$ cat config.mk
export PLATFORM = sky130hd
export DESIGN_NAME = mem_result
export DESIGN_NICKNAME = d
export VERILOG_FILES = /design/src/mips_pkg.sv /design/src/mem_result.sv
export SDC_FILE = /design/constraint.sdc
export NUM_CORES = 1
export LEC_CHECK = 0
export BUFFER_PORTS_ARGS = -buffer_cell sky130_fd_sc_hd__buf_2
export CORE_MARGIN = 5
export CORE_UTILIZATION = 62
export DETAILED_ROUTE_END_ITERATION = 10
export PLACE_DENSITY_LB_ADDON = 0.2
export SLEW_MARGIN = 20
export SYNTH_ARGS = -nofsm -noshare
export SYNTH_HDL_FRONTEND = slang
export SYNTH_SLANG_ARGS = --single-unit
export TNS_END_PERCENT = 20
$ cat constraint.sdc
create_clock -name clk -period 1.77 [get_ports clk]
set_clock_uncertainty 0.2 [all_clocks]
set_input_delay 0.0885 -clock clk [delete_from_list [all_inputs] [get_ports clk]]
set_output_delay 0.0885 -clock clk [all_outputs]
set_load 0.02 [all_outputs]
$ cat src/mips_pkg.sv
package mips_pkg;

	//////////////////////////////////////////////////
	// memory sizes
	//////////////////////////////////////////////////

	// instruction store, word addressed
	localparam int IMEM_DEPTH = 32;
	localparam int IMEM_AW = 5;

	// data store, word addressed
	localparam int DMEM_DEPTH = 16;
	localparam int DMEM_AW = $clog2(DMEM_DEPTH);

	//////////////////////////////////////////////////
	// instruction encodings
	//////////////////////////////////////////////////

	// primary opcode field, bits 31:26
	typedef enum logic [5:0]
	{
		op_rtype = 6'b000000,
		op_j     = 6'b000010,
		op_beq   = 6'b000100,
		op_bne   = 6'b000101,
		op_addiu = 6'b001001,
		op_andi  = 6'b001100,
		op_ori   = 6'b001101,
		op_lui   = 6'b001111,
		op_lw    = 6'b100011,
		op_sw    = 6'b101011
	} opcode_e;

	// funct field for r-type, bits 5:0
	typedef enum logic [5:0]
	{
		fn_addu = 6'b100001,
		fn_subu = 6'b100011,
		fn_and  = 6'b100100,
		fn_or   = 6'b100101,
		fn_slt  = 6'b101010
	} funct_e;

	//////////////////////////////////////////////////
	// internal control codes
	//////////////////////////////////////////////////

	// alu operation picked by decode
	typedef enum logic [2:0]
	{
		alu_add,
		alu_sub,
		alu_and,
		alu_or,
		alu_slt,
		alu_lui
	} alu_op_e;

	// writeback source
	typedef enum logic
	{
		res_alu,
		res_load
	} result_sel_e;

endpackage

$ cat src/mem_result.sv
module mem_result
(
	input  logic                  clk,
	input  logic                  rst_n,
	input  logic                  mem_write,
	input  logic [31:0]           alu_result,
	input  logic [31:0]           rt_data,
	input  mips_pkg::result_sel_e result_sel,
	output logic [31:0]           wb_data
);

	import mips_pkg::*;

	// data words
	logic [31:0] dmem [DMEM_DEPTH];
	// word index from the byte address
	logic [DMEM_AW-1:0] word_addr;
	logic [31:0] load_data;

	//////////////////////////////////////////////////
	// data memory
	//////////////////////////////////////////////////

	// drop byte offset, upper bits wrap
	assign word_addr = alu_result[DMEM_AW+1:2];

	// cleared so an unwritten word loads zero
	always_ff @(posedge clk or negedge rst_n)
	begin
		if (!rst_n)
		begin
			for (int i = 0; i < DMEM_DEPTH; i++)
			begin
				dmem[i] <= 32'd0;
			end
		end
		else if (mem_write)
		begin
			dmem[word_addr] <= rt_data;
		end
	end

	// combinational load
	assign load_data = dmem[word_addr];

	//////////////////////////////////////////////////
	// writeback select
	//////////////////////////////////////////////////

	always_comb
	begin
		case (result_sel)
			res_load: wb_data = load_data;
			default:  wb_data = alu_result;
		endcase
	end

endmodule

## After elaboration in Yosys (flattened, before gate mapping)

Index checks and enable logic that the tools add are counted.

| storage, ports and cells | value |
|---|---|
| register bits | 512 |
| bits of input ports | 68 |
| output and inout bits | 32 |
| word-level logic and storage cells | 27 |

| cells by class | value |
|---|---|
| $lt $le $gt $ge | 2 |
| muxes and demuxes | 7 |
| bitwise logic cells | 1 |
| reductions and logical operators | 1 |

Operators by type and width:

| operator | number |
|---|---|
| 512-bit bitwise mux | 1 |
| 32-bit binary-select mux with 4-bit select | 1 |
| 32-bit demux with 4-bit select | 1 |
| 32-bit two-way mux | 4 |
| 5-bit >= comparator, second input constant | 1 |
| 5-bit by 1-bit < comparator with 1-bit output, second input constant | 1 |
| 4-bit NOT with 5-bit output | 1 |
| 1-bit logical AND | 1 |

## Depth between registers and ports, before layout

| depth | value |
|---|---|
| word-level depth | 6 |
| gate-level depth with buffers | 8 |
| depth with buffers taken out | 4 |

## Least setup slack after synthesis

OpenSTA, ideal clock, no wires.

| timing | value |
|---|---|
| kind | input-to-output |
| start point | in alu_result[3] |
| end point | out wb_data[22] |
| data arrival time | 1494 ps |
| required time | 1481 ps |
| slack | -13 ps |
| cell stages on the path | 8 |
| buffers on the path | 4 |
| cell sequence | buf_6 -> buf_6 -> and2_1 -> buf_2 -> buf_2 -> a21oi_1 -> o221ai_1 -> a31oi_1 |

| between the ends | value |
|---|---|
| cells in the longest elaborated chain, start to end | 5 |

RTL lines:

| what | RTL line | RTL |
|---|---|---|
| start, declared | mem_result.sv:6 | `input logic [31:0] alu_result,` |
| 4-bit NOT with 5-bit output (implied by the code) | mem_result.sv:44 | `assign load_data = dmem[word_addr];` |
| 32-bit binary-select mux with 4-bit select | mem_result.sv:44 |  |
| 32-bit two-way mux (implied by the code) (2 in series) | mem_result.sv:44 |  |
| 32-bit two-way mux | mem_result.sv:52 | `case (result_sel)` |
| end, declared | mem_result.sv:9 | `output logic [31:0] wb_data` |

Every way passes these cells. The select of a mux whose other input is x is not followed.

## Final worst setup path

| timing | value |
|---|---|
| start point | reg dmem[354] (netlist name) |
| end point | out wb_data[2] |

| between the ends | value |
|---|---|
| cells in the longest elaborated chain, start to end | 4 |

RTL lines:

| what | RTL line | RTL |
|---|---|---|
| start, declared | mem_result.sv:15 | `logic [31:0] dmem [DMEM_DEPTH];` |
| start signal, assigned by index | mem_result.sv:39 | `dmem[word_addr] <= rt_data;` |
| 32-bit binary-select mux with 4-bit select | mem_result.sv:44 |  |
| 32-bit two-way mux (implied by the code) (2 in series) | mem_result.sv:44 |  |
| 32-bit two-way mux | mem_result.sv:52 |  |

Every way passes these cells. The select of a mux whose other input is x is not followed.

==> qor.yml <==
viasPerCell: 6.24
r2r-start: "dmem[312]"
max_cap_viol_count: 0
synthSimpleGateAreaFrac_pct: 1.71
fin_area_um2: 28000
final_common_cell: "mux2_2"
yosys_warnings: 0
relSlewSlack_pct: 40.5
drtPass1Iterations: 5
synth-compound-area-share_pct: 4.38
dieWidth_um: 205
drc_errors: 0
fin_crit_ns: 2.47
status: "complete, but fails checks"
syn_to_final_growth_pct: 19.2
clkPwrFrac_pct: 32.4
layout_common_cells: "mux2_2, dfrtp_1, mux2i_1, buf_4, buf_2"
ys_ff_latch: 512
holdCritStartpoint: "mem_write"
ir_worst_vdd_v: 0.000881
synth.avg_cell_area_um2: 14.3
synth_top_family_by_area: "multiplexers"
synth_edf_count: 0
grt_pass1_wl_um: 94700
io_buffers: 99
worst-setup-path-type: "reg2out"
pwr_density_cell_nw_per_um2: 1160
power_leakage_nw: 12.4
drive_gt1_share_pct: 50.1
internal-power_w: 0.0241
switching_share_pct: 25.8
worst_slack_ns: -0.701
regMostFlops: "dmem"
end_kind: "output port"
timing_hold_violations_final: 0
place_congestion: 0.806
clkLatencyLatePin_ns: 0.58
synthFlopType: "dfrtp_1"
dieArea_um2: 41800
ant_nets: 0
syn_nets: 1709
seqPwrFrac_pct: 48.5
rows: 71
rsz0062_at_grt: "yes"
wl_per_cell_um: 25.1
p_sw_w: 0.00842
violations: "negative setup slack"
startpoint: "dmem[354]"
initialDrtViolationCount: 1047
synth.area.mux_share_pct: 36.1
cts-buffers-inserted: 51
period_share_pct: 140
power.total_w: 0.0326
setup_tns_ns: -15.92
final-setup-viol-count: 32
cts-root-buf: "clkbuf_16"
fin_util_pct: 74.6
grt_usage_pct: 29.3
hp-class: "in2reg"
startpoint_type: "flop"
grt_max_degree: 92
combPwrFrac_pct: 19.1
largest_register_ffs: 512
overflow: 0
synthAdderAreaFrac_pct: 0
die_y_um: 205
vias: 14900
slew_violations: 0
synth.distinct_cells: 31
ys_seq_area_share_pct: 54.6
wirelength_um: 59800
ios: 100
n_antenna_cell: 0
syn_inst: 1641
cp_max_fo: 2
cts.path.max_buffers: 3
cp_data_arrival_time_ns: 2.18
synthArstFlopShare_pct: 100
cts_tree: "built"
synthesis.area_um2: 23500
worst_pin_slew_ns: 0.889
grt_pass1_vias: 16100
max_clock_freq_ghz: 0.405
dpl_cell_area_um2: 25800
core-area_um2: 37500
htreeDepth: 2
reg.largest.list: "dmem: 512 flops"
path_clk_slew_ns: 0.06
synth-xor-area-share_pct: 0
antenna_found_initial: 1
dpl.hpwl_um: 38900
cts_sinks: 512
start_util_pct: 62.6
layout.nets: 1900
crit_required_ns: 1.48
## final timing paths
path | end | cells past startpoint | slack [ns]
hold reg to reg | dmem[107] | 1 | 0.28
setup reg to reg | dmem[312] | 2 | 0.68
max in group asynchronous | dmem[430] | 5 | 0.10
hold / removal | dmem[285] | 6 | 0.18
min in group asynchronous | dmem[56] | 3 | 0.55
setup / recovery | wb_data[2] | 4 | -0.70
## Yosys cell counts (all sizes together), types with 2 or more instances
cell      n  share of area (%)
o22ai    61                1.6
nand2     5              0.080
dfrtp   512                 55
a31oi    30               0.80
nor2     69                1.1
buf      97                2.4
nor3      3               0.13
o221ai   29                1.1
mux2i   152                6.5
mux2    543                 26
nand2b    4               0.11
a22o      2              0.075
clkbuf   51               0.82
nand3     2              0.043
nand3b    4               0.13
a21oi    30               0.64
mux4     37                3.6
## kinds of logic (layout without fill, tap and decap cells)
| kind of cell | count (synthesis) | count (layout) |
|---|---|---|
| muxes | 732 | 732 |
| DFF | 512 | 512 |
| AOI/OAI and AO/OA | 157 | 157 |
| buffers and inverters | 149 | 379 |
| and+or+nand+nor | 91 | 91 |
## through the flow
step	setup WS [ns]	instances	hold slack (ns)
after detailed placement	-0.270	2256	-0.231
after floorplan	-0.0128	1641	-0.407
after global placement	-0.281	2256	-0.231
after global routing	-0.747	2382	0.158
final	-0.701	2382	0.177
after CTS	-0.724	2383	0.131
## power by group through the flow
stage / combinational, W / sequential (W) / clock [W]
final: 0.00621 / 0.0158 / 0.0105
after global routing: 0.00675 / 0.0161 / 0.0112
after CTS: 0.00622 / 0.0158 / 0.0107
after detailed placement: 0.00595 / 0.0160 / 0
after global placement: 0.00572 / 0.0158 / 0
after floorplan: 0.00439 / 0.0155 / 0
## layout make-up
class / instances / area (um^2)
Fill cell: 2407 / 9520
Clock inverter: 8 / 76.3
Timing Repair Buffer: 286 / 2670
Multi-Input combinational cell: 980 / 10200
Sequential cell: 512 / 12800
Tap cell: 511 / 639
Inverter: 1 / 3.75
Clock buffer: 84 / 1550
## worst max-delay path, cell delays in order (launching register included)
cell	delay (ns)
dfrtp_1	0.39
mux4_2	0.48
a211o_1	0.28
a22o_1	0.30
buf_6	0.15
## layer usage
metal,share of wire [%],global-route usage [%],wire length [um]
met1,42,40.2,25200
met2,48,47.7,28800
met3,6.5,6.36,3880
met4,3.1,9.12,1870
met5,0.022,0,13
## what timing repair did
action                                  in CTS  in global routing
endpoints found under the hold margin     1024                  0
hold buffers                                36                  0
gates resized for setup                     34                  6
pin swaps                                   10                  9
endpoints found under the setup margin      32                 32
buffers inserted                             1                  1
No activity file was read; power rests on OpenSTA's default activity.
