--- src/mips_pkg.sv ---
package mips_pkg;

	//////////////////////////////////////////////////
	// memory sizes
	//////////////////////////////////////////////////

	// instruction store, word addressed
	localparam int IMEM_DEPTH = 32;
	localparam int IMEM_AW = 5;

	// data store, word addressed
	localparam int DMEM_DEPTH = 16;
	localparam int DMEM_AW = $clog2(DMEM_DEPTH);

	//////////////////////////////////////////////////
	// instruction encodings
	//////////////////////////////////////////////////

	// primary opcode field, bits 31:26
	typedef enum logic [5:0]
	{
		op_rtype = 6'b000000,
		op_j     = 6'b000010,
		op_beq   = 6'b000100,
		op_bne   = 6'b000101,
		op_addiu = 6'b001001,
		op_andi  = 6'b001100,
		op_ori   = 6'b001101,
		op_lui   = 6'b001111,
		op_lw    = 6'b100011,
		op_sw    = 6'b101011
	} opcode_e;

	// funct field for r-type, bits 5:0
	typedef enum logic [5:0]
	{
		fn_addu = 6'b100001,
		fn_subu = 6'b100011,
		fn_and  = 6'b100100,
		fn_or   = 6'b100101,
		fn_slt  = 6'b101010
	} funct_e;

	//////////////////////////////////////////////////
	// internal control codes
	//////////////////////////////////////////////////

	// alu operation picked by decode
	typedef enum logic [2:0]
	{
		alu_add,
		alu_sub,
		alu_and,
		alu_or,
		alu_slt,
		alu_lui
	} alu_op_e;

	// writeback source
	typedef enum logic
	{
		res_alu,
		res_load
	} result_sel_e;

endpackage

--- src/pc_sequencer.sv ---
module pc_sequencer
(
	input  logic                         clk,
	input  logic                         rst_n,
	input  logic                         run,
	input  logic                         branch_eq,
	input  logic                         branch_ne,
	input  logic                         zero,
	input  logic                         jump,
	input  logic [mips_pkg::IMEM_AW-1:0] jump_index,
	input  logic [31:0]                  imm_ext,
	output logic [mips_pkg::IMEM_AW-1:0] pc_index,
	output logic                         halted
);

	import mips_pkg::*;

	logic [IMEM_AW-1:0] pc_plus1;
	logic [IMEM_AW-1:0] pc_branch;
	logic [IMEM_AW-1:0] pc_next;
	logic taken;

	//////////////////////////////////////////////////
	// next pc
	//////////////////////////////////////////////////

	// word index math wraps at IMEM_DEPTH
	assign pc_plus1 = pc_index + 1'b1;
	// offset counted from the following word
	assign pc_branch = pc_plus1 + imm_ext[IMEM_AW-1:0];

	assign taken = (branch_eq & zero) | (branch_ne & ~zero);

	// jump wins, then branch, else step
	assign pc_next = jump ? jump_index : (taken ? pc_branch : pc_plus1);

	// jump to itself means halt
	// pc_next equals pc so it holds on its own
	assign halted = jump & (jump_index == pc_index);

	//////////////////////////////////////////////////
	// pc register
	//////////////////////////////////////////////////

	always_ff @(posedge clk or negedge rst_n)
	begin
		if (!rst_n)
		begin
			pc_index <= '0;
		end
		else if (run)
		begin
			pc_index <= pc_next;
		end
	end

endmodule

--- config.mk ---
export PLATFORM = sky130hd
export DESIGN_NAME = pc_sequencer
export DESIGN_NICKNAME = d
export VERILOG_FILES = /design/src/mips_pkg.sv /design/src/pc_sequencer.sv
export SDC_FILE = /design/constraint.sdc
export NUM_CORES = 1
export LEC_CHECK = 0
export ABC_AREA = 1
export CORE_MARGIN = 2
export CORE_UTILIZATION = 40
export CTS_BUF_LIST = sky130_fd_sc_hd__clkbuf_16
export DETAILED_ROUTE_END_ITERATION = 8
export DONT_BUFFER_PORTS = 1
export SLEW_MARGIN = 15
export SYNTH_ARGS = -nofsm -noshare
export SYNTH_HDL_FRONTEND = slang
export SYNTH_SLANG_ARGS = --single-unit
--- constraint.sdc ---
create_clock -name clk -period 2.05 [get_ports clk]
set_input_delay 0.205 -clock clk [delete_from_list [all_inputs] [get_ports clk]]
set_output_delay 0.205 -clock clk [all_outputs]
set_load 0.1 [all_outputs]
== Word level (Yosys, flattened, before mapping) ==
Index checks and enable logic that the tools add are counted.
Word-level totals
  register bits after elaboration: 5
  output and inout bits: 6
  logic and storage cells: 11
Cells by class
  add/sub/neg operators: 2
  equality and inequality tests: 1
  mux-type cells: 2
  bitwise gates (word level): 5
Operators with widths (number)
  5-bit two-way mux: 2
  5-bit by 1-bit adder with 5-bit output, second input constant: 1
  5-bit adder: 1
  5-bit equality test: 1
  1-bit AND: 3
  1-bit inverter: 1
  1-bit bitwise OR: 1

== Longest topological paths before layout ==
  word-level depth: 5
  depth in mapped cells: 12
  gate-level depth less buffers: 12

== Worst setup path after synthesis ==
No wires, ideal clock.
  kind: register to output
  from: register pc_index[0] in the netlist's numbering
  to: output halted
  arrival: 3.048 ns
  data required time: 1.845 ns
  setup slack: -1.203 ns
  stages on the path, launching flop included: 5
  buffers on the path: 0
  cell sequence: dfrtp_1 > inv_1 > nand2_1 > o2111ai_1 > nor4_2
On the way
  word-level cells in the longest chain between the ends: 2
Ends and longest elaborated chain
  start: declaration: RTL line pc_sequencer.sv:12  | output logic [mips_pkg::IMEM_AW-1:0] pc_index,
  start signal: assignment: RTL line pc_sequencer.sv:53  | pc_index <= pc_next;
  5-bit equality test: RTL line pc_sequencer.sv:39  | assign halted = jump & (jump_index == pc_index);
  1-bit AND: RTL line pc_sequencer.sv:39
  end: declaration: RTL line pc_sequencer.sv:13  | output logic halted
Every way passes these cells.

== Worst setup path after layout ==
  from: register pc_index[1] in the netlist's numbering
  to: register pc_index[3] in the netlist's numbering
On the way
  word-level cells in the longest chain between the ends: 4
Ends and longest elaborated chain
  5-bit by 1-bit adder with 5-bit output *: RTL line pc_sequencer.sv:28  | assign pc_plus1 = pc_index + 1'b1;
  5-bit adder: RTL line pc_sequencer.sv:30  | assign pc_branch = pc_plus1 + imm_ext[IMEM_AW-1:0];
  5-bit two-way mux * (2 in series): RTL line pc_sequencer.sv:35  | assign pc_next = jump ? jump_index : (taken ? pc_branch : pc_plus1);
Mark *: on every way between the ends. The rest lies on a longest branch, timed or not.
A chain may end at the register's enable or synchronous reset.

==> run_results.csv <==
group,metric,value,unit
outcome,outcome,"finished clean",
timing,slew_headroom,76.4,%
route,wire_per_inst,14.6,um
cells_and_area,num_antenna_cells,0,
placed_design,dp.cells,110,
die,core_area,1470,um^2
power_and_ir_drop,p_clk_share,31.2,%
synthesis,seq_area_frac_synth,20.2,%
global_route,grt_overflow,0,
clock_network,cts_buffer_depth,2,
critical_path,cp_max_fo,2,
route,drt_pre_antenna_iters,4,
timing,clock.fmax,505,MHz
die,die_x,43.3,um
power_and_ir_drop,comb_power_share,54.3,%
route,drt_wl_total,1.68,mm
clock_network,clock-root-buffer,"clkbuf_16",
synthesis,synth_cell_types,26,
cells_and_area,num-nets-final,151,
placed_design,hpwlAfterDp,1.23,mm
cells_and_area,synthToLayoutAreaGrowth,47.2,%
global_route,grt_pass1_vias,617,
critical_path,rr_worst_depth,11,
route,drc,0,
cells_and_area,fillers,138,
timing,slew_viol_final,0,
route,vias,623,
die,io_pins,50,
placed_design,place.gp.congestion,0.778,
timing,finalCritPeriodShare,96.5,%
clock_network,path_clk_slew,0.04,ns
power_and_ir_drop,irDropWorstVdd,0.689,mV
placed_design,portBuffers,0,
cells_and_area,drive_gt1_share,34.3,%
synthesis,yosysWarnings,0,
critical_path,required,2.16,ns
global_route,grt_usage,18.0,%
power_and_ir_drop,power_switching,441,uW
critical_path,startpoint_type,"register",
global_route,grt_max_degree,8,
route,ant_nets,0,
timing,setup_viol,0,
clock_network,cts.htree.levels,1,
timing,final-hold-violation-count,0,
die,initial_core_util,42.0,%
timing,worstMarginPinSlew,0.351,ns
clock_network,cts_tree,"done",
clock_network,numClockSinks,5,
timing,finalWorstSetupSlack,0.0713,ns
placed_design,pre_cts_ws,-0.00822,ns
power_and_ir_drop,leakagePower,0.000408,uW
timing,finClkSkew,0.00332,ns
die,rows,14,
timing,min_period,1.98,ns
min_path,hp-class,"in -> reg",
synthesis,syn_area_per_cell,7.19,um^2
min_path,holdPathStages,1,
synthesis,synth_nets,137,
cells_and_area,top_regs,"pc_index (5)",
clock_network,worst_skew_pair.late_latency,0.23,ns
global_route,antenna_found_initial,0,
critical_path,crit_type,"reg -> reg",
synthesis,synthTopCellsByArea,"dfrtp_1 (20%), ha_1 (12%), nand2_1 (12%)",
clock_network,cts_buffers,3,
die,die_y,43.3,um
power_and_ir_drop,sequentialPowerShare,14.6,%
route,drt_first_iter_violations,2,
cells_and_area,largest_reg_flops,5,
critical_path,cp.arrival,2.09,ns
global_route,grt_pass1_wl,2.54,mm
power_and_ir_drop,power_density,1130,nW/um^2
synthesis,mappedNetlistArea,618,um^2
synthesis,yosysTopAreaCellShare,20.2,%
cells_and_area,top_register,"pc_index",
power_and_ir_drop,swShare,42.9,%
critical_path,crit_path_end_kind,"register",
route,via_per_inst,5.42,
synthesis,ys_ff_latch,5,
die,die-area,1880,um^2
power_and_ir_drop,p_int,586,uW
job,drv_cap,0,
cells_and_area,instances_no_fill,115,
synthesis,netlist_instances,86,
synthesis,synth_area_leader_cell,"dfrtp_1",
-- through the flow --
step | total power (uW) | hold WS, ns | setup TNS (ns) | util, % | area (um^2)
6_report | 1030 | 0.0702 | 0 | 61.8 | 910
5_1_grt | 1090 | 0.0707 | -0.0243 | 61.8 | 910
4_1_cts | 941 | 0.0682 | 0 | 56.7 | 835
3_5_place_dp | 608 | -0.0905 | -0.00822 | 50.4 | 742
3_3_place_gp | 603 | -0.0905 | 0 | 50.4 | 742
2_1_floorplan | 518 | -0.0906 | -0.325 | - | 653
-- cell usage in the layout, fill, tap and decap left out --
master and instances:
a21oi_1 4, a21oi_2 3, a22oi_1 1, buf_12 1, buf_4 7, buf_6 1
clkbuf_16 3, dfrtp_2 1, dfrtp_4 4, dlygate4sd3_1 1, fa_1 1, ha_1 3
ha_4 3, inv_1 8, inv_2 4, inv_4 1, nand2_1 20, nand3_1 7
nand3_4 1, nand4_1 2, nor2_1 6, nor4_4 1, o2111ai_2 1, o211ai_1 1
o21ai_0 2, o21ai_1 2, o21ai_2 1, o22ai_1 1, or2_0 1, or2_1 2
xnor2_4 1, xor2_1 3, xor2_4 1
-- critical path, cell delays in order (launching register included) --
cell and delay (ns):
dfrtp_4 0.48, ha_4 0.19, xnor2_4 0.18, inv_2 0.08
ha_1 0.30, nand3_1 0.11, nand2_1 0.08, or2_1 0.21
nand3_1 0.06, nand2_1 0.06, nand2_1 0.06, nand2_1 0.05
-- cells in the mapped netlist, drive strengths merged --
cell and number:
a21oi 7, xor2 4, o22ai 1, o21ai 5, nand4 2, or2 3
xnor2 1, buf 1, nor4 1, fa 1, nand3 8, nor2 6
inv 12, o211ai 1, a22oi 1, nand2 20, o2111ai 1, ha 6
dfrtp 5
-- kinds of logic after synthesis --
family                     count (synthesis)  synth area share (%)
and+or+nand+nor                           40                  31.4
AOI/OAI and AO/OA                         16                  15.2
buffers and inverters                     13                  9.51
adders and majority gates                  7                  15.4
xor gates and xnor gates                   5                  8.30
DFF                                        5                  20.2
-- power groups by stage --
stage	registers (uW)	clock network (uW)	logic, uW
after floorplan	280	0	238
final	150	320	557
after detailed placement	144	0	464
after global placement	143	0	459
after CTS	144	325	472
after global routing	153	333	603
-- path summary, 6_finish.rpt --
| check | from | to | slack [ns] |
|---|---|---|---|
| setup / recovery | pc_index[1] | pc_index[3] | 0.07 |
| hold / removal | run | pc_index[0] | 0.07 |
| setup reg to reg | pc_index[1] | pc_index[3] | 0.07 |
| hold reg to reg | pc_index[0] | pc_index[0] | 0.82 |
| max in group asynchronous | rst_n | pc_index[3] | 1.53 |
| min in group asynchronous | rst_n | pc_index[2] | 0.28 |
-- routing by layer --
layer	share of wire [%]	GRT usage [%]	vias to the layer above	wire length (um)
li1	-	-	315	-
met2	49	29.6	18	829
met3	5.3	6.38	2	89
met1	44	21.9	288	735
met5	0	0	-	0
met4	1.5	6.06	0	25
-- timing repair --
item,CTS,global route
resized for setup,1,10
endpoints found under the hold margin,5,0
buffers inserted,0,0
pin swaps,0,1
hold buffers,1,0
setup endpoints to repair,1,3
-- final cells by class --
cell class	count	area (um^2)	share of cell area [%]
tap	16	20.0	2.20
inverter	12	47.5	5.23
multi-input combinational	68	528	58.0
clock buffer	3	75.1	8.25
clock inverter	1	3.75	0.413
timing repair buffer	10	93.8	10.3
sequential	5	141	15.5
Note: power is estimated with default switching activity, not from simulation.
