File: src/reg_file.sv
module reg_file
(
	input  logic        clk,
	input  logic        rst_n,
	input  logic [4:0]  rs_addr,
	input  logic [4:0]  rt_addr,
	output logic [31:0] rs_data,
	output logic [31:0] rt_data,
	input  logic        wr_en,
	input  logic [4:0]  wr_addr,
	input  logic [31:0] wr_data
);

	// r1..r31, r0 has no storage
	logic [31:0] regs [1:31];

	//////////////////////////////////////////////////
	// write port
	//////////////////////////////////////////////////

	always_ff @(posedge clk or negedge rst_n)
	begin
		if (!rst_n)
		begin
			for (int i = 1; i < 32; i++)
			begin
				regs[i] <= 32'd0;
			end
		end
		else if (wr_en && (wr_addr != 5'd0))
		begin
			regs[wr_addr] <= wr_data;
		end
	end

	//////////////////////////////////////////////////
	// read ports
	//////////////////////////////////////////////////

	// combinational, r0 reads as zero
	// no bypass, write lands at the edge
	assign rs_data = (rs_addr == 5'd0) ? 32'd0 : regs[rs_addr];
	assign rt_data = (rt_addr == 5'd0) ? 32'd0 : regs[rt_addr];

endmodule

File: config.mk
export PLATFORM = sky130hd
export DESIGN_NAME = reg_file
export DESIGN_NICKNAME = d
export VERILOG_FILES = /design/src/reg_file.sv
export SDC_FILE = /design/constraint.sdc
export NUM_CORES = 2
export LEC_CHECK = 0
export ABC_AREA = 0
export BUFFER_PORTS_ARGS = -buffer_cell sky130_fd_sc_hd__buf_4
export CAP_MARGIN = 20
export CORE_ASPECT_RATIO = 0.9
export CORE_MARGIN = 3
export CORE_UTILIZATION = 57
export DETAILED_ROUTE_END_ITERATION = 12
export PLACE_DENSITY = 0.72
export SETUP_SLACK_MARGIN = 0.02
export SYNTH_ARGS = -nofsm -noshare
export SYNTH_HDL_FRONTEND = slang
export SYNTH_SLANG_ARGS = --single-unit
File: constraint.sdc
create_clock -name clk -period 2.47 [get_ports clk]
set_input_delay 0.494 -clock clk [delete_from_list [all_inputs] [get_ports clk]]
set_output_delay 0.494 -clock clk [all_outputs]
set_load 0.005 [all_outputs]
Yosys cells after proc, flatten, opt, wreduce, memory -nomap -nowiden
Cells that the tools add are included.
Storage, ports and cells
  bits in registers: 992
  bits in latches: 0
  RAM bits: 0
  memory bits (read-only): 0
  input port bits: 50
  output and inout bits: 64
  logic and storage cells: 54
  memories kept: 0
Operators by class
  $add $sub $neg: 0
  multipliers: 0
  div/mod/pow operators: 0
  $lt $le $gt $ge: 4
  equality and inequality tests: 0
  shifts and indexed selects: 0
  multiplexer cells: 11
  bitwise gates (word level): 3
  reduce and logical (&&, ||, !) cells: 5
Operators by type and width (count)
  $bwmux 992: 1
  $bmux 32 s5: 2
  $mux 32: 7
  $demux 32 s5: 1
  $ge 6x6->1 const B: 3
  $not 5->6: 3
  $logic_not 5->1: 2
  $lt 6x1->1 const B: 1
  $reduce_bool 5->1: 1
  $logic_and 1x1->1: 2

Longest topological paths before layout
  word-level depth: 6
  depth in mapped cells: 8
  depth with buffers taken out: 4

Worst setup path before layout
OpenSTA, ideal clock, no wires.
  kind: input to output
  start: input port rs_addr[0]
  end: output port rs_data[0]
  data arrival time: 1.939 ns
  required time: 1.976 ns
  path slack: 0.037 ns
  stages: 7
  path buffers: 3
  cell sequence: buf_6 -> buf_4 -> buf_2 -> mux2_2 -> a221o_1 -> o211ai_1 -> o211ai_1
Between the ends
  word-level cells in the longest chain between the ends: 5
  elaborated cells on any way between the ends: 6
  classes of those cells: 4 x mux; 1 x bitwise; 1 x reduce/logical
Ends and longest elaborated chain
  start: declaration: RTL line 5  | input logic [4:0] rs_addr,
  $not 5->6 (implied by the code): RTL line 42  | assign rs_data = (rs_addr == 5'd0) ? 32'd0 : regs[rs_addr];
  $bmux 32 s5: RTL line 42
  $mux 32 (implied by the code) (2 in a row): RTL line 42
  $mux 32 *: RTL line 42
  end: declaration: RTL line 7  | output logic [31:0] rs_data,
Mark *: on every way between the ends. The rest lies on a longest branch, timed or not. The select of a mux whose other input is x is not followed.

Worst setup path in the final report
  start: register regs[3] (netlist bit)
  end: output port rs_data[3]
Between the ends
  word-level cells in the longest chain between the ends: 4
Ends and longest elaborated chain
  start: declaration: RTL line 15  | logic [31:0] regs [1:31];
  start signal: indexed assignment: RTL line 32  | regs[wr_addr] <= wr_data;
  $bmux 32 s5: RTL line 42
  $mux 32 (implied by the code) (2 in a row): RTL line 42
  $mux 32: RTL line 42
No other way between the ends. The select of a mux whose other input is x is not followed.

==> out/summary.log <==
INFO  global_route   grt_start_max_net_pins=101
INFO  drt            avgRoutedWirePerCell=33.3um
INFO  worst_setup_path path_max_fanout=2
INFO  worst_setup_path cp-end-kind=primary output
INFO  logic_synthesis synth_seq_area_share=46.4%
INFO  worst_setup_path timing.critical_path.required=1.98ns
INFO  logic_synthesis yosys.cell_types.count=46
INFO  power_and_ir_drop power.leakage=28.3nW
INFO  place          post-dp-hpwl=108mm
INFO  global_route   antenna_found_initial=3
INFO  sta            worst_clock_skew=0ns
INFO  final_layout   layout.cells.most_common=sky130_fd_sc_hd__mux2_2
INFO  drt            via_per_inst=7.05
INFO  floorplanning  fp.dieArea=97,600um2
INFO  cts            cts_sinks=992
INFO  worst_setup_path critPathSlowestCell=sky130_fd_sc_hd__mux4_2
INFO  floorplanning  floorplan.rows=105
INFO  logic_synthesis synth_area_per_cell=14.8um2
INFO  drt            antenna_violating_nets_post_route=0
INFO  power_and_ir_drop p_per_area=780nW/um2
INFO  flow_run       max-cap-violations=0
INFO  worst_setup_path worst-path-buf-inv=1
INFO  final_layout   final_util=69.1%
INFO  worst_setup_path critPathKind=flip-flop to primary output
INFO  floorplanning  die-height=297um
INFO  cts            cts.root.buffer_cell=sky130_fd_sc_hd__clkbuf_16
INFO  final_layout   drive_gt1_share=57.6%
INFO  worst_hold_path hold_class=primary input to flip-flop
INFO  cts            tritoncts.num_buffers=105
INFO  floorplanning  initial_utilization=58.1%
INFO  run_status     outcome=finished, violations left
INFO  place          gp_congestion=0.881
INFO  sta            hold_violations=0
INFO  drt            remaining_drc_errors=0
INFO  cts            clock_tree_from_tritoncts=built
INFO  sta            finalWorstPathRequiredPeriod=2.92ns
INFO  logic_synthesis ys.warnings.count=0
INFO  drt            finalWirelength=174mm
INFO  sta            final_min_period_over_clock_period=118%
INFO  final_layout   seq_area=24,800um2
INFO  worst_setup_path critPathLaunchType=flip-flop
INFO  worst_setup_path arrival_time_worst_endpoint=2.43ns
INFO  sta            rsz0062_at_grt=yes
INFO  sta            max_slew.worst_pin.slew=0.699ns
INFO  worst_setup_path critical_path.cell_chain=mux4_2 > mux2i_1 > o22ai_1 > or3_1 > buf_4
INFO  final_layout   registers.top_by_ff_count=regs
INFO  global_route   grt_first_pass_wirelength=259mm
INFO  logic_synthesis synthFlopType=sky130_fd_sc_hd__dfrtp_1
INFO  floorplanning  core=92,100um2
INFO  logic_synthesis netlist_instances=3,612
INFO  place          dpl-instance-area=58,300um2
INFO  logic_synthesis total_standard_cell_area_after_synthesis=53,500um2
INFO  global_route   first_global_vias=38,800
INFO  floorplanning  num_io_pins=114
INFO  cts            cts.clk_slew.worst_paths=0.06ns
INFO  worst_setup_path cpLargestDelayFamily=multiplexers
INFO  logic_synthesis synthArstFlopShare=100%
INFO  cts            cts_htree_levels=3
INFO  cts            clock_insertion_delay_at_the_later_pin_of_the_skew_report=0.66ns
INFO  drt            first_iter_violations=3,599
INFO  sta            setup_violations=64
INFO  final_layout   design.final.nets=3,954
INFO  power_and_ir_drop peak_ir_drop_on_the_vdd_network=0.631mV
INFO  global_route   grt_overflow_total=0
INFO  global_route   groute.usage.overall=35.9%
INFO  sta            timing.slew.headroom=53.4%
INFO  cts            clockBufferDepth=3
INFO  sta            setup_total_negative_slack=-15.77ns
INFO  final_layout   layout.cells.most_common_list=sky130_fd_sc_hd__mux2_2, sky130_fd_sc_hd__dfrtp_1, sky130_fd_sc_hd__buf_4, sky130_fd_sc_hd__mux4_2, sky130_fd_sc_hd__mux2i_1
INFO  sta            timing.final.max_slew_violations=0
INFO  final_layout   finalInstanceArea=63,600um2
INFO  drt            via_count=36,800
INFO  logic_synthesis synth_nets=3,662
INFO  floorplanning  die_w=329um
INFO  sta            worst_slack=-0.450ns
INFO  run_status     violations=setup timing
INFO  final_layout   biggestRegsByFlops=regs: 992 flops
INFO  logic_synthesis postSynthRegisterBits=992
INFO  logic_synthesis synth_edf_count=0
INFO  sta            fmax=0.342GHz
INFO  final_layout   area_growth_syn_to_layout=19.0%
INFO  place          io_buffers=113
INFO  sta            final.hold.worst_slack=0.307ns
INFO  worst_setup_path crit_path_max_incr_delay=0.55ns
INFO  drt            drt_first_pass_iters=5
INFO  final_layout   multiInputGateArea=27,300um2
INFO  final_layout   largest_reg_flops=992
INFO  final_layout   n_fill_cell=5,969
==> stage by stage <==
stage / power, mW / instances / setup slack [ns]
floorplan: 28.8 / 3612 / 0.0369
global placement: 31.8 / 4918 / -0.453
detailed placement: 32.5 / 4918 / -0.398
CTS: 49.4 / 5199 / -0.423
global route: 51.5 / 5226 / -0.472
finish: 49.6 / 5228 / -0.450
==> cells by family after synthesis <==
group | count (synthesis) | synth area share (%)
mux | 1713 | 43.4
flops | 992 | 46.4
simple gates | 203 | 2.05
compound gates | 303 | 4.51
buf+inv | 401 | 3.66
==> area by class of cell <==
class                           count  share of cell area, %
Sequential cell                   992                   39.0
Antenna cell                        6                 0.0236
Timing Repair Buffer              577                   9.97
Clock buffer                      159                   4.99
Clock inverter                     36                  0.598
Multi-Input combinational cell   2219                   42.9
Inverter                            9                 0.0531
Tap cell                         1230                   2.42
==> synth_stat cells (2+ instances only) <==
cell,count,area (um2)
sky130_fd_sc_hd__mux2_2,1050,11800
sky130_fd_sc_hd__dfrtp_1,992,24800
sky130_fd_sc_hd__mux4_2,377,8490
sky130_fd_sc_hd__mux2i_1,267,2670
sky130_fd_sc_hd__buf_2,162,811
sky130_fd_sc_hd__clkbuf_1,161,604
sky130_fd_sc_hd__a22oi_1,102,766
sky130_fd_sc_hd__nor2b_1,44,275
sky130_fd_sc_hd__a221oi_1,43,377
sky130_fd_sc_hd__buf_4,38,285
sky130_fd_sc_hd__nor2_1,33,124
sky130_fd_sc_hd__nor3_1,32,160
sky130_fd_sc_hd__o211ai_1,32,240
sky130_fd_sc_hd__and3_1,29,181
sky130_fd_sc_hd__o31a_1,28,245
sky130_fd_sc_hd__nand2_1,21,78.8
sky130_fd_sc_hd__mux2_1,19,214
sky130_fd_sc_hd__o22ai_1,18,113
sky130_fd_sc_hd__a221o_1,17,170
sky130_fd_sc_hd__buf_1,16,60.1
sky130_fd_sc_hd__nand3_1,16,80.1
sky130_fd_sc_hd__o22a_1,16,140
sky130_fd_sc_hd__buf_6,14,158
sky130_fd_sc_hd__a2111oi_0,10,87.6
sky130_fd_sc_hd__nand2b_1,9,56.3
sky130_fd_sc_hd__o21a_1,8,60.1
sky130_fd_sc_hd__o21ai_0,8,40.0
sky130_fd_sc_hd__o32ai_1,8,70.1
sky130_fd_sc_hd__inv_1,7,26.3
sky130_fd_sc_hd__or3_1,7,43.8
sky130_fd_sc_hd__a211oi_1,4,30.0
sky130_fd_sc_hd__a22o_1,4,35.0
sky130_fd_sc_hd__and2_1,3,18.8
sky130_fd_sc_hd__a31oi_1,2,12.5
sky130_fd_sc_hd__and2b_1,2,15.0
sky130_fd_sc_hd__nand4b_1,2,17.5
sky130_fd_sc_hd__or2_2,2,12.5
==> metal layers <==
metal  global-route usage, %  wire length, um  part of all wire, %
met5                       0                0                    0
met4                    16.9             9150                  5.3
met2                    56.5            81200                   47
met3                    8.41            16000                  9.2
met1                    47.7            67500                   39
==> timing repair <==
action                                 4_1_cts  5_1_grt
setup endpoints to repair                   64       64
hold buffers                                 1        0
buffers inserted                            79       23
gates cloned                                 8        0
endpoints found under the hold margin       17        0
resized for setup                          106       35
pin swaps                                   33       32
==> report_power, final <==
| group | total (mW) | internal [mW] | switching (mW) | leakage [nW] |
|---|---|---|---|---|
| Sequential | 22.0 | 19.5 | 2.53 | 12.7 |
| Clock | 16.3 | 9.58 | 6.71 | 1.77 |
| Combinational | 11.4 | 6.92 | 4.45 | 13.8 |
| Total | 49.6 | 36.0 | 13.7 | 28.3 |
==> path summary, 6_finish.rpt <==
path / depth (start not counted) / to / from / slack, ns
min: 2 / regs[848] / wr_data[16] / 0.31
max in group asynchronous: 4 / regs[266] / rst_n / 1.07
min in group asynchronous: 2 / regs[601] / rst_n / 0.36
min reg2reg: 1 / regs[775] / regs[775] / 0.51
max: 5 / rs_data[3] / regs[3] / -0.45
max reg2reg: 3 / regs[771] / regs[771] / 1.44
Power figures use the tool's default switching activity.
