`src/mips_pkg.sv`:
```
package mips_pkg;

	//////////////////////////////////////////////////
	// memory sizes
	//////////////////////////////////////////////////

	// instruction store, word addressed
	localparam int IMEM_DEPTH = 32;
	localparam int IMEM_AW = 5;

	// data store, word addressed
	localparam int DMEM_DEPTH = 16;
	localparam int DMEM_AW = $clog2(DMEM_DEPTH);

	//////////////////////////////////////////////////
	// instruction encodings
	//////////////////////////////////////////////////

	// primary opcode field, bits 31:26
	typedef enum logic [5:0]
	{
		op_rtype = 6'b000000,
		op_j     = 6'b000010,
		op_beq   = 6'b000100,
		op_bne   = 6'b000101,
		op_addiu = 6'b001001,
		op_andi  = 6'b001100,
		op_ori   = 6'b001101,
		op_lui   = 6'b001111,
		op_lw    = 6'b100011,
		op_sw    = 6'b101011
	} opcode_e;

	// funct field for r-type, bits 5:0
	typedef enum logic [5:0]
	{
		fn_addu = 6'b100001,
		fn_subu = 6'b100011,
		fn_and  = 6'b100100,
		fn_or   = 6'b100101,
		fn_slt  = 6'b101010
	} funct_e;

	//////////////////////////////////////////////////
	// internal control codes
	//////////////////////////////////////////////////

	// alu operation picked by decode
	typedef enum logic [2:0]
	{
		alu_add,
		alu_sub,
		alu_and,
		alu_or,
		alu_slt,
		alu_lui
	} alu_op_e;

	// writeback source
	typedef enum logic
	{
		res_alu,
		res_load
	} result_sel_e;

endpackage

```
`src/alu_execute.sv`:
```
module alu_execute
(
	input  logic [31:0]       rs_data,
	input  logic [31:0]       rt_data,
	input  logic [31:0]       imm_ext,
	input  mips_pkg::alu_op_e alu_op,
	input  logic              alu_use_imm,
	output logic [31:0]       alu_result,
	output logic              zero
);

	import mips_pkg::*;

	// second operand
	logic [31:0] op_b;
	// signed compare for slt
	logic lt;

	//////////////////////////////////////////////////
	// operand select
	//////////////////////////////////////////////////

	// immediate forms and memory offsets use imm_ext
	assign op_b = alu_use_imm ? imm_ext : rt_data;

	assign lt = $signed(rs_data) < $signed(op_b);

	//////////////////////////////////////////////////
	// operations
	//////////////////////////////////////////////////

	always_comb
	begin
		case (alu_op)
			// wraps, no overflow trap
			alu_add: alu_result = rs_data + op_b;
			alu_sub: alu_result = rs_data - op_b;
			alu_and: alu_result = rs_data & op_b;
			alu_or:  alu_result = rs_data | op_b;
			alu_slt: alu_result = {31'd0, lt};
			// low half of the immediate to the top
			alu_lui: alu_result = {op_b[15:0], 16'd0};
			default: alu_result = 32'd0;
		endcase
	end

	// branch compare
	// always on the two register reads
	assign zero = (rs_data == rt_data);

endmodule

```
`config.mk`:
```
export PLATFORM = sky130hd
export DESIGN_NAME = alu_execute
export DESIGN_NICKNAME = d
export VERILOG_FILES = /design/src/mips_pkg.sv /design/src/alu_execute.sv
export SDC_FILE = /design/constraint.sdc
export NUM_CORES = 1
export LEC_CHECK = 0
export BUFFER_PORTS_ARGS = -buffer_cell sky130_fd_sc_hd__clkbuf_2
export CORE_AREA = 2 2 124 96
export DETAILED_ROUTE_END_ITERATION = 10
export DIE_AREA = 0 0 126 98
export PLACE_DENSITY = 0.8
export SLEW_MARGIN = 20
export SYNTH_ARGS = -nofsm -noshare
export SYNTH_HDL_FRONTEND = slang
export SYNTH_SLANG_ARGS = --single-unit
```
`constraint.sdc`:
```
create_clock -name vclk -period 4.2
set_input_delay 0.42 -clock vclk [all_inputs]
set_output_delay 0.42 -clock vclk [all_outputs]
set_load 0.01 [all_outputs]
```
* Word level (Yosys, flattened, before mapping)
Index checks and enable logic that the tools add are counted.
Storage, ports and cells: register bits after elaboration 0, output and inout port bits 33
Cells by class: $add $sub $neg 2, order comparisons 1, eq/ne operators 6, multiplexer cells 2, bitwise logic cells 2, reductions and logical operators 1
Operator list (count):
- $pmux W32 S6 | 1
- $add A32 B32 Y32 | 1
- $and A32 B32 Y32 | 1
- $eq A32 B32 Y1 | 1
- $lt A32 B32 Y1 | 1
- $mux W32 | 1
- $or A32 B32 Y32 | 1
- $sub A32 B32 Y32 | 1
- $eq A3 B2 Y1 const B | 2
- $eq A3 B3 Y1 const B | 2
- $eq A3 B1 Y1 const B | 1
- $logic_not A3 Y1 | 1

* Depth between registers and ports, before layout
Gate-level depths: netlist of the first run.
depth after elaboration 3, mapped depth 17

* Worst setup path before layout of the first run
OpenSTA, ideal clock, no wires.
kind input port to output port, start point input alu_use_imm, end point output alu_result[29], arrival 3.928 ns, required time 3.780 ns, path slack -0.148 ns, cell stages on the path 14, path buffers 4, path through clkbuf_1 -> buf_1 -> buf_1 -> mux2i_1 -> ha_1 -> buf_2 -> nor4_1 -> nand3_1 -> a311oi_2 -> o211ai_1 -> a211oi_2 -> o211ai_2 -> xnor2_1 -> o221ai_1
On the way: cells in the longest elaborated chain, start to end 3
Ends and longest elaborated chain:
- start, declared | line alu_execute.sv:7 | input logic alu_use_imm,
- $mux W32 (*) | line alu_execute.sv:24 | assign op_b = alu_use_imm ? imm_ext : rt_data;
- $sub A32 B32 Y32 (tied with other cells) | line alu_execute.sv:37 | alu_sub: alu_result = rs_data - op_b;
- $pmux W32 S6 (*) | line alu_execute.sv:34 | case (alu_op)
- end, declared | line alu_execute.sv:8 | output logic [31:0] alu_result,
Mark *: on every way between the ends. The rest lies on a longest branch, timed or not.

* Final worst setup path of the first run
Same ends and word-level chain as after synthesis.

==> summary.md, run 1 <==
| Metric | Value |
|---|---|
| Via/cell ratio | `slightly above 6` |
| Synth Warn # | `0` |
| Vias | `6671` |
| Cell family with most CP delay | `compound AO/OA/AOI/OAI gates` |
| Post-route DRC | `0` |
| Max-capacitance violation count | `0` |
| Worst Setup Start Kind | `input pin` |
| First-pass GRT wire length | `~33000 um` |
| Max Fclk | `245 MHz` |
| Leakage Power | `approximately 3.4 nW` |
| Slowest cell on crit path | `mux2_2` |
| Cell area power density | `165 nW/um2` |
| Final ANT Viol Nets | `0` |
| Post-synth top area cell | `ha_1` |
| IO Port Bufs | `~130` |
| DRT iter0 DRCs | `714` |
| Worst VDD drop | `0.0651 mV` |
| Final WL | `between 20000 and 25000 um` |
| DRT Pass-1 Iters | `5` |
| Hold Violations, Final | `0` |
| Largest net degree at the start of global routing | `39` |
| Worst path cell trace | `clkbuf_4, buf_12, mux2_2, inv_1, ha_1, nor2b_4, o21ai_4, and3_4, nand2_1, a311oi_2, o211ai_1, a211oi_2, o211ai_2, xnor2_1, o221ai_1, buf_2` |
| Worst setup path category | `in -> out` |
| Hold Crit Class | `in -> out` |
| Final std cells w/o fill | `~1100` |
| Initial antenna violation count | `0` |
| Hold Crit Depth | `4` |
| HPWL after DPL | `17300 um` |
| Crit. End Element | `output pin` |
| Leading post-synthesis cells by cell area | `ha_1, inv_1, mux2i_1` |
| Die area | `12300 um2` |
| Total Routing Usage GR | `0.326` |
| Syn_nets | `slightly above 1000` |
| Peak fanout along the critical path | `9` |
| Final min period | `4.08 ns` |
| Cells after synthesis | `between 800 and 900` |
| Vias in the first global route | `6026` |
| Starting density of the core | `0.513` |
| Synth-to-Final Area Change | `18.2%` |
| Die height | `approximately 98 um` |
| Ant diodes | `0` |
| Critical Path Max Stage Delay | `between 0.3 and 0.4 ns` |
| Seq/Total Area, Yosys | `0` |
| FFs & Latches | `0` |
| Clock buffer cells | `0` |
| Design Power | `0.00112 W` |
| Placer Congestion | `1.03` |
| Critical Path RT | `3.78 ns` |
| Critical path depth in cells | `16` |
| Post-synth top area share | `0.209` |
| Post-placement cell count | `1100` |
| Top Ports | `133` |
| Crit path DAT | `3.66 ns` |
| Die width | `~130 um` |
| Status | `finished clean` |
| Share of cells above drive strength 1 | `0.250` |
| Hold buffer count at CTS | `0` |
| Cell Area, Synth | `5760 um2` |
| Final Hold Slack | `about 1.4 ns` |
| Pins Over Slew Limit | `0` |
| Final period util | `0.972` |
| FP Rows | `34` |
| Slew HR | `0.394` |
| Endpoints failing setup | `0` |
| Core ar. | `11200 um2` |
| Final Instance Area | `6800 um2` |
| Post-DP Area | `6720 um2` |
| Slew at the pin with the worst max-slew slack | `0.901 ns` |
| FF+latch area | `0 um2` |
| WP buf/inv | `4` |
| Total gr overflow | `0` |
| Unique masters post-synth | `82` |
| Synth Area per Inst | `6.96 um2` |
| Average wire per standard cell | `approximately 19 um` |
| # nets final | `1159` |
==> cell families (layout without fill, tap and decap cells) <==
kind of cell               Yosys count  after routing  synth area share
and+or+nand+nor                    224            224             0.195
adders and majority gates           98             98             0.216
buffers and inverters              147            279             0.107
AOI/OAI and AO/OA                  255            255             0.314
muxes                               40             40            0.0726
xor gates and xnor gates            63             63            0.0958
==> worst min-delay path: cells and delay by family <==
family	cells	cell delay, ns
buffers and inverters	3	0.47
AOI/OAI and AO/OA	1	0.08
==> metal layers <==
metal  up-vias  GRT usage  part of all wire
met3        27     0.0636              0.12
met1      3074      0.499              0.47
met5         -          0                 0
li1       3191          -                 -
met2       379      0.470              0.39
met4         0     0.0659             0.023
==> worst paths after layout <==
kind  slack [ns]             end        start
max         0.12  alu_result[29]  alu_use_imm
min         1.38  alu_result[13]    alu_op[2]
==> Yosys cell counts, types with 3 or more instances <==
| master | n |
|---|---|
| a211o_1 | 4 |
| a211oi_1 | 12 |
| a211oi_2 | 4 |
| a21boi_0 | 3 |
| a21o_1 | 10 |
| a21oi_1 | 57 |
| a21oi_2 | 3 |
| a22oi_1 | 6 |
| a31oi_1 | 6 |
| a31oi_2 | 3 |
| and3_1 | 3 |
| and4_1 | 3 |
| buf_1 | 4 |
| buf_2 | 8 |
| buf_6 | 6 |
| clkbuf_1 | 29 |
| ha_1 | 96 |
| inv_1 | 95 |
| mux2_2 | 4 |
| mux2i_1 | 35 |
| nand2_1 | 54 |
| nand2b_1 | 8 |
| nand3_1 | 15 |
| nand4_1 | 9 |
| nor2_1 | 75 |
| nor2b_1 | 14 |
| nor3_1 | 10 |
| nor4_1 | 11 |
| nor4_2 | 3 |
| o211ai_1 | 17 |
| o21a_1 | 4 |
| o21ai_0 | 40 |
| o21ai_1 | 13 |
| o21bai_1 | 10 |
| o221ai_1 | 13 |
| o22ai_1 | 8 |
| o31a_1 | 3 |
| o31ai_1 | 9 |
| or2_2 | 3 |
| or3_1 | 3 |
| xnor2_1 | 23 |
| xor2_1 | 40 |
==> report_power, final <==
group | switching [W] | total (W) | internal [W]
sequential | 0 | 0 | 0
combinational | 0.000672 | 0.00112 | 0.000450
clock | 0 | 0 | 0
==> per-stage QoR <==
stage / TNS [ns] / util / setup slack [ns]
floorplan: 0 / - / 0.0335
global placement: 0 / 0.598 / 0.107
detailed placement: 0 / 0.598 / 0.0699
CTS: 0 / 0.598 / 0.0597
global route: -0.0199 / 0.606 / -0.0126
finish: 0 / 0.606 / 0.118
==> cell usage in the layout (no fill, tap or decap), types with 5 or more instances in the layout <==
master    count
xor2_1       40
a22oi_1       6
clkbuf_2    130
buf_4        46
o22ai_1       8
nand2_1      54
o31ai_1       9
o21ai_1      11
o211ai_1     17
a21o_1       10
a21oi_1      56
o221ai_1     13
nor2b_1      14
mux2i_2       5
nor2_1       75
nor3_1        9
a31oi_1       6
ha_1         93
xnor2_1      23
o21ai_0      40
inv_1        95
nor4_1       10
nand2b_1      8
a211oi_1     12
o21bai_1     10
nand4_1       9
mux2i_1      30
nand3_1      15
==> cell type report <==
cell class | count | area [um2]
inverters | 98 | 368
repair buffers | 181 | 1050
fillers | 1108 | 4430
well taps | 144 | 180
multi-input cells | 680 | 5200
==> timing repair <==
item                                    in CTS  in global routing
gates resized for setup                      0                 17
endpoints found under the setup margin       0                 10
setup buffers                                0                  3
No activity file was read; power rests on OpenSTA's default activity.
==> run 2, diff against run 1 <==
Settings changed: CORE_AREA 2 2 124 96 to 2 2 134 103, DIE_AREA 0 0 126 98 to 0 0 136 105, PLACE_DENSITY 0.8 to 0.71.
==> run 2 against run 1 <==
Compared with the run above: sequential cell count did not move; cell count rose by 2.9%; wire length rose by 1.1%; first-iteration DRC count fell by 20%; count of clock-buffer cells in the layout did not move; critical path depth rose by 2; design area rose by 1.8%; core utilization fell by 6.8 points; global-route usage fell by 4.4 points; maximum frequency barely moved; non-clock buffer count rose by 5.
==> summary.md, run 2 (same netlist as run 1, synthesis figures left out) <==
| Metric | Value |
|---|---|
| Top Ports | `133 (unchanged)` |
| Final Instance Area | `6930 um2 (+1.8%)` |
| Final period util | `0.972 (about the same)` |
| Pins Over Slew Limit | `0 (unchanged)` |
| Worst path cell trace | `clkbuf_2, buf_12, buf_4, mux2i_4, buf_4, ha_1, nor2_2, o311ai_1, o21ai_1, nand2_2, buf_4, nand4_1, a41o_1, and4_1, o22ai_2, xnor2_1, o221ai_1, clkbuf_2` |
| End of the critical path | `alu_result[25]` |
| Share of cells above drive strength 1 | `0.261 (+0.0112)` |
| Final WL | `21200 um (+1.1%)` |
| Worst Setup SP | `alu_use_imm` |
| Synth-to-Final Area Change | `20.3%` |
| Die height | `105 um (+7.1%)` |
| DRT iter0 DRCs | `573 (-20%)` |
| Crit path DAT | `3.66 ns (about the same)` |
| Slew HR | `0.303 (-0.0902)` |
| FF+latch area | `0 um2 (unchanged)` |
| Critical Path RT | `3.78 ns (about the same)` |
| Largest net degree at the start of global routing | `60 (+54%)` |
| Vias | `6611 (-0.90%)` |
| Ant diodes | `0 (unchanged)` |
| Max Fclk | `245 MHz (about the same)` |
| Clock buffer cells | `0 (unchanged)` |
| FP Rows | `36 (+5.9%)` |
| Core Util, Final | `0.538 (-0.0679)` |
| Peak fanout along the critical path | `9 (unchanged)` |
| Commonest cells after routing, fill and taps aside | `clkbuf_2, inv_1, ha_1` |
| First-pass GRT wire length | `31900 um (-2.3%)` |
| Total Routing Usage GR | `0.282 (-0.0441)` |
| Placer Congestion | `1.03 (+0.63%)` |
| DRT Pass-1 Iters | `7 (+2)` |
| # nets final | `1164 (+0.43%)` |
| FFs & Latches | `0 (unchanged)` |
| Core ar. | `12900 um2 (+15%)` |
| Cell area power density | `164 nW/um2 (-0.39%)` |
| Worst Setup Start Kind | `input pin` |
| Endpoints failing setup | `0 (unchanged)` |
| Most common cell on crit path | `buf_4` |
| WP buf/inv | `6 (+2)` |
| Critical Path Max Stage Delay | `0.38 ns (about the same)` |
| IO Port Bufs | `133 (unchanged)` |
| Hold Crit Class | `in -> out` |
| Status | `finished clean` |
| Die area | `14300 um2 (+16%)` |
| Leakage Power | `3.45 nW (+0.94%)` |
| Critical path depth in cells | `18 (+2)` |
| Final min period | `4.08 ns (-0.000537 ns)` |
| Slew at the pin with the worst max-slew slack | `1.04 ns (+0.142 ns)` |
| Initial antenna violation count | `0 (unchanged)` |
| Final ANT Viol Nets | `0 (unchanged)` |
| HPWL after DPL | `17600 um (+2.0%)` |
| RSZ-0062 raised after global routing | `yes` |
| Die width | `136 um (+7.9%)` |
| Cell family with most CP delay | `compound AO/OA/AOI/OAI gates` |
| Hold Violations, Final | `0 (unchanged)` |
| Worst setup path category | `in -> out` |
| Via/cell ratio | `5.82 (-3.7%)` |
| Average wire per standard cell | `18.7 um (-1.7%)` |
| Worst VDD drop | `0.0661 mV (+1.5%)` |
| Total gr overflow | `0 (unchanged)` |
| Final WS setup | `0.118 ns (+0.000537 ns)` |
| Vias in the first global route | `5785 (-4.0%)` |
| Slowest cell on crit path | `o311ai_1` |
| Place WS | `0.0615 ns (-0.00842 ns)` |
| Post-DP Area | `6800 um2 (+1.2%)` |
| HP Start | `imm_ext[2]` |
| Crit. End Element | `output pin` |
| Most common cell after layout, fill and taps aside | `clkbuf_2` |
| Starting density of the core | `0.447 (-0.0657)` |
| Max-capacitance violation count | `0 (unchanged)` |
| Post-route DRC | `0 (unchanged)` |
==> run 2: changes by cell type in the layout (fill, tap and decap cells not counted), sizes merged <==
cell  previous run  this run
buf             50        55
==> run 2: metal layers <==
layer,GRT usage,vias up,wire length [um]
li1,-,3197,-
met1,0.449,3024,10500
met2,0.383,366,7990
met3,0.0607,24,2390
met4,0.0417,0,401
met5,0,-,0
==> run 2: worst min-delay path by stage <==
stage | endpoint | slack, ns | depth (start not counted)
finish | alu_result[18] | 1.42 | 6
global placement | alu_result[27] | 1.41 | 5
global route | alu_result[27] | 1.47 | 5
CTS | alu_result[27] | 1.42 | 5
floorplan | alu_result[2] | 1.05 | 2
detailed placement | alu_result[27] | 1.42 | 5
==> run 2: cell type report <==
type	count	area, um2
fill	1317	5950
inverter	98	368
multi-input combinational	680	5260
tap	171	214
timing repair buffer	186	1090
==> run 2: power breakdown <==
group | leakage, nW | internal [W] | total (W) | switching [W]
Clock | 0 | 0 | 0 | 0
Sequential | 0 | 0 | 0 | 0
Combinational | 3.45 | 0.000457 | 0.00114 | 0.000681
==> run 2: stage by stage <==
stage / power, W / instances / hold slack [ns] / TNS (ns)
2_1_floorplan: 0.000725 / 827 / 1.05 / 0
3_3_place_gp: 0.00109 / 1133 / 1.41 / 0
3_5_place_dp: 0.00108 / 1133 / 1.42 / 0
4_1_cts: 0.00109 / 1133 / 1.42 / 0
5_1_grt: 0.00123 / 1135 / 1.47 / -0.0250
6_report: 0.00114 / 1135 / 1.42 / 0
==> run 2: worst min-delay path, stage by stage <==
cell      delay, ns
clkbuf_2       0.09
mux2i_2        0.08
inv_1          0.08
a22oi_1        0.07
o21ai_0        0.10
clkbuf_2       0.15
==> run 2: repair_timing <==
action,CTS,global route
endpoints found under the setup margin,0,8
hold buffers,0,0
buffers inserted,0,2
resized for setup,0,26
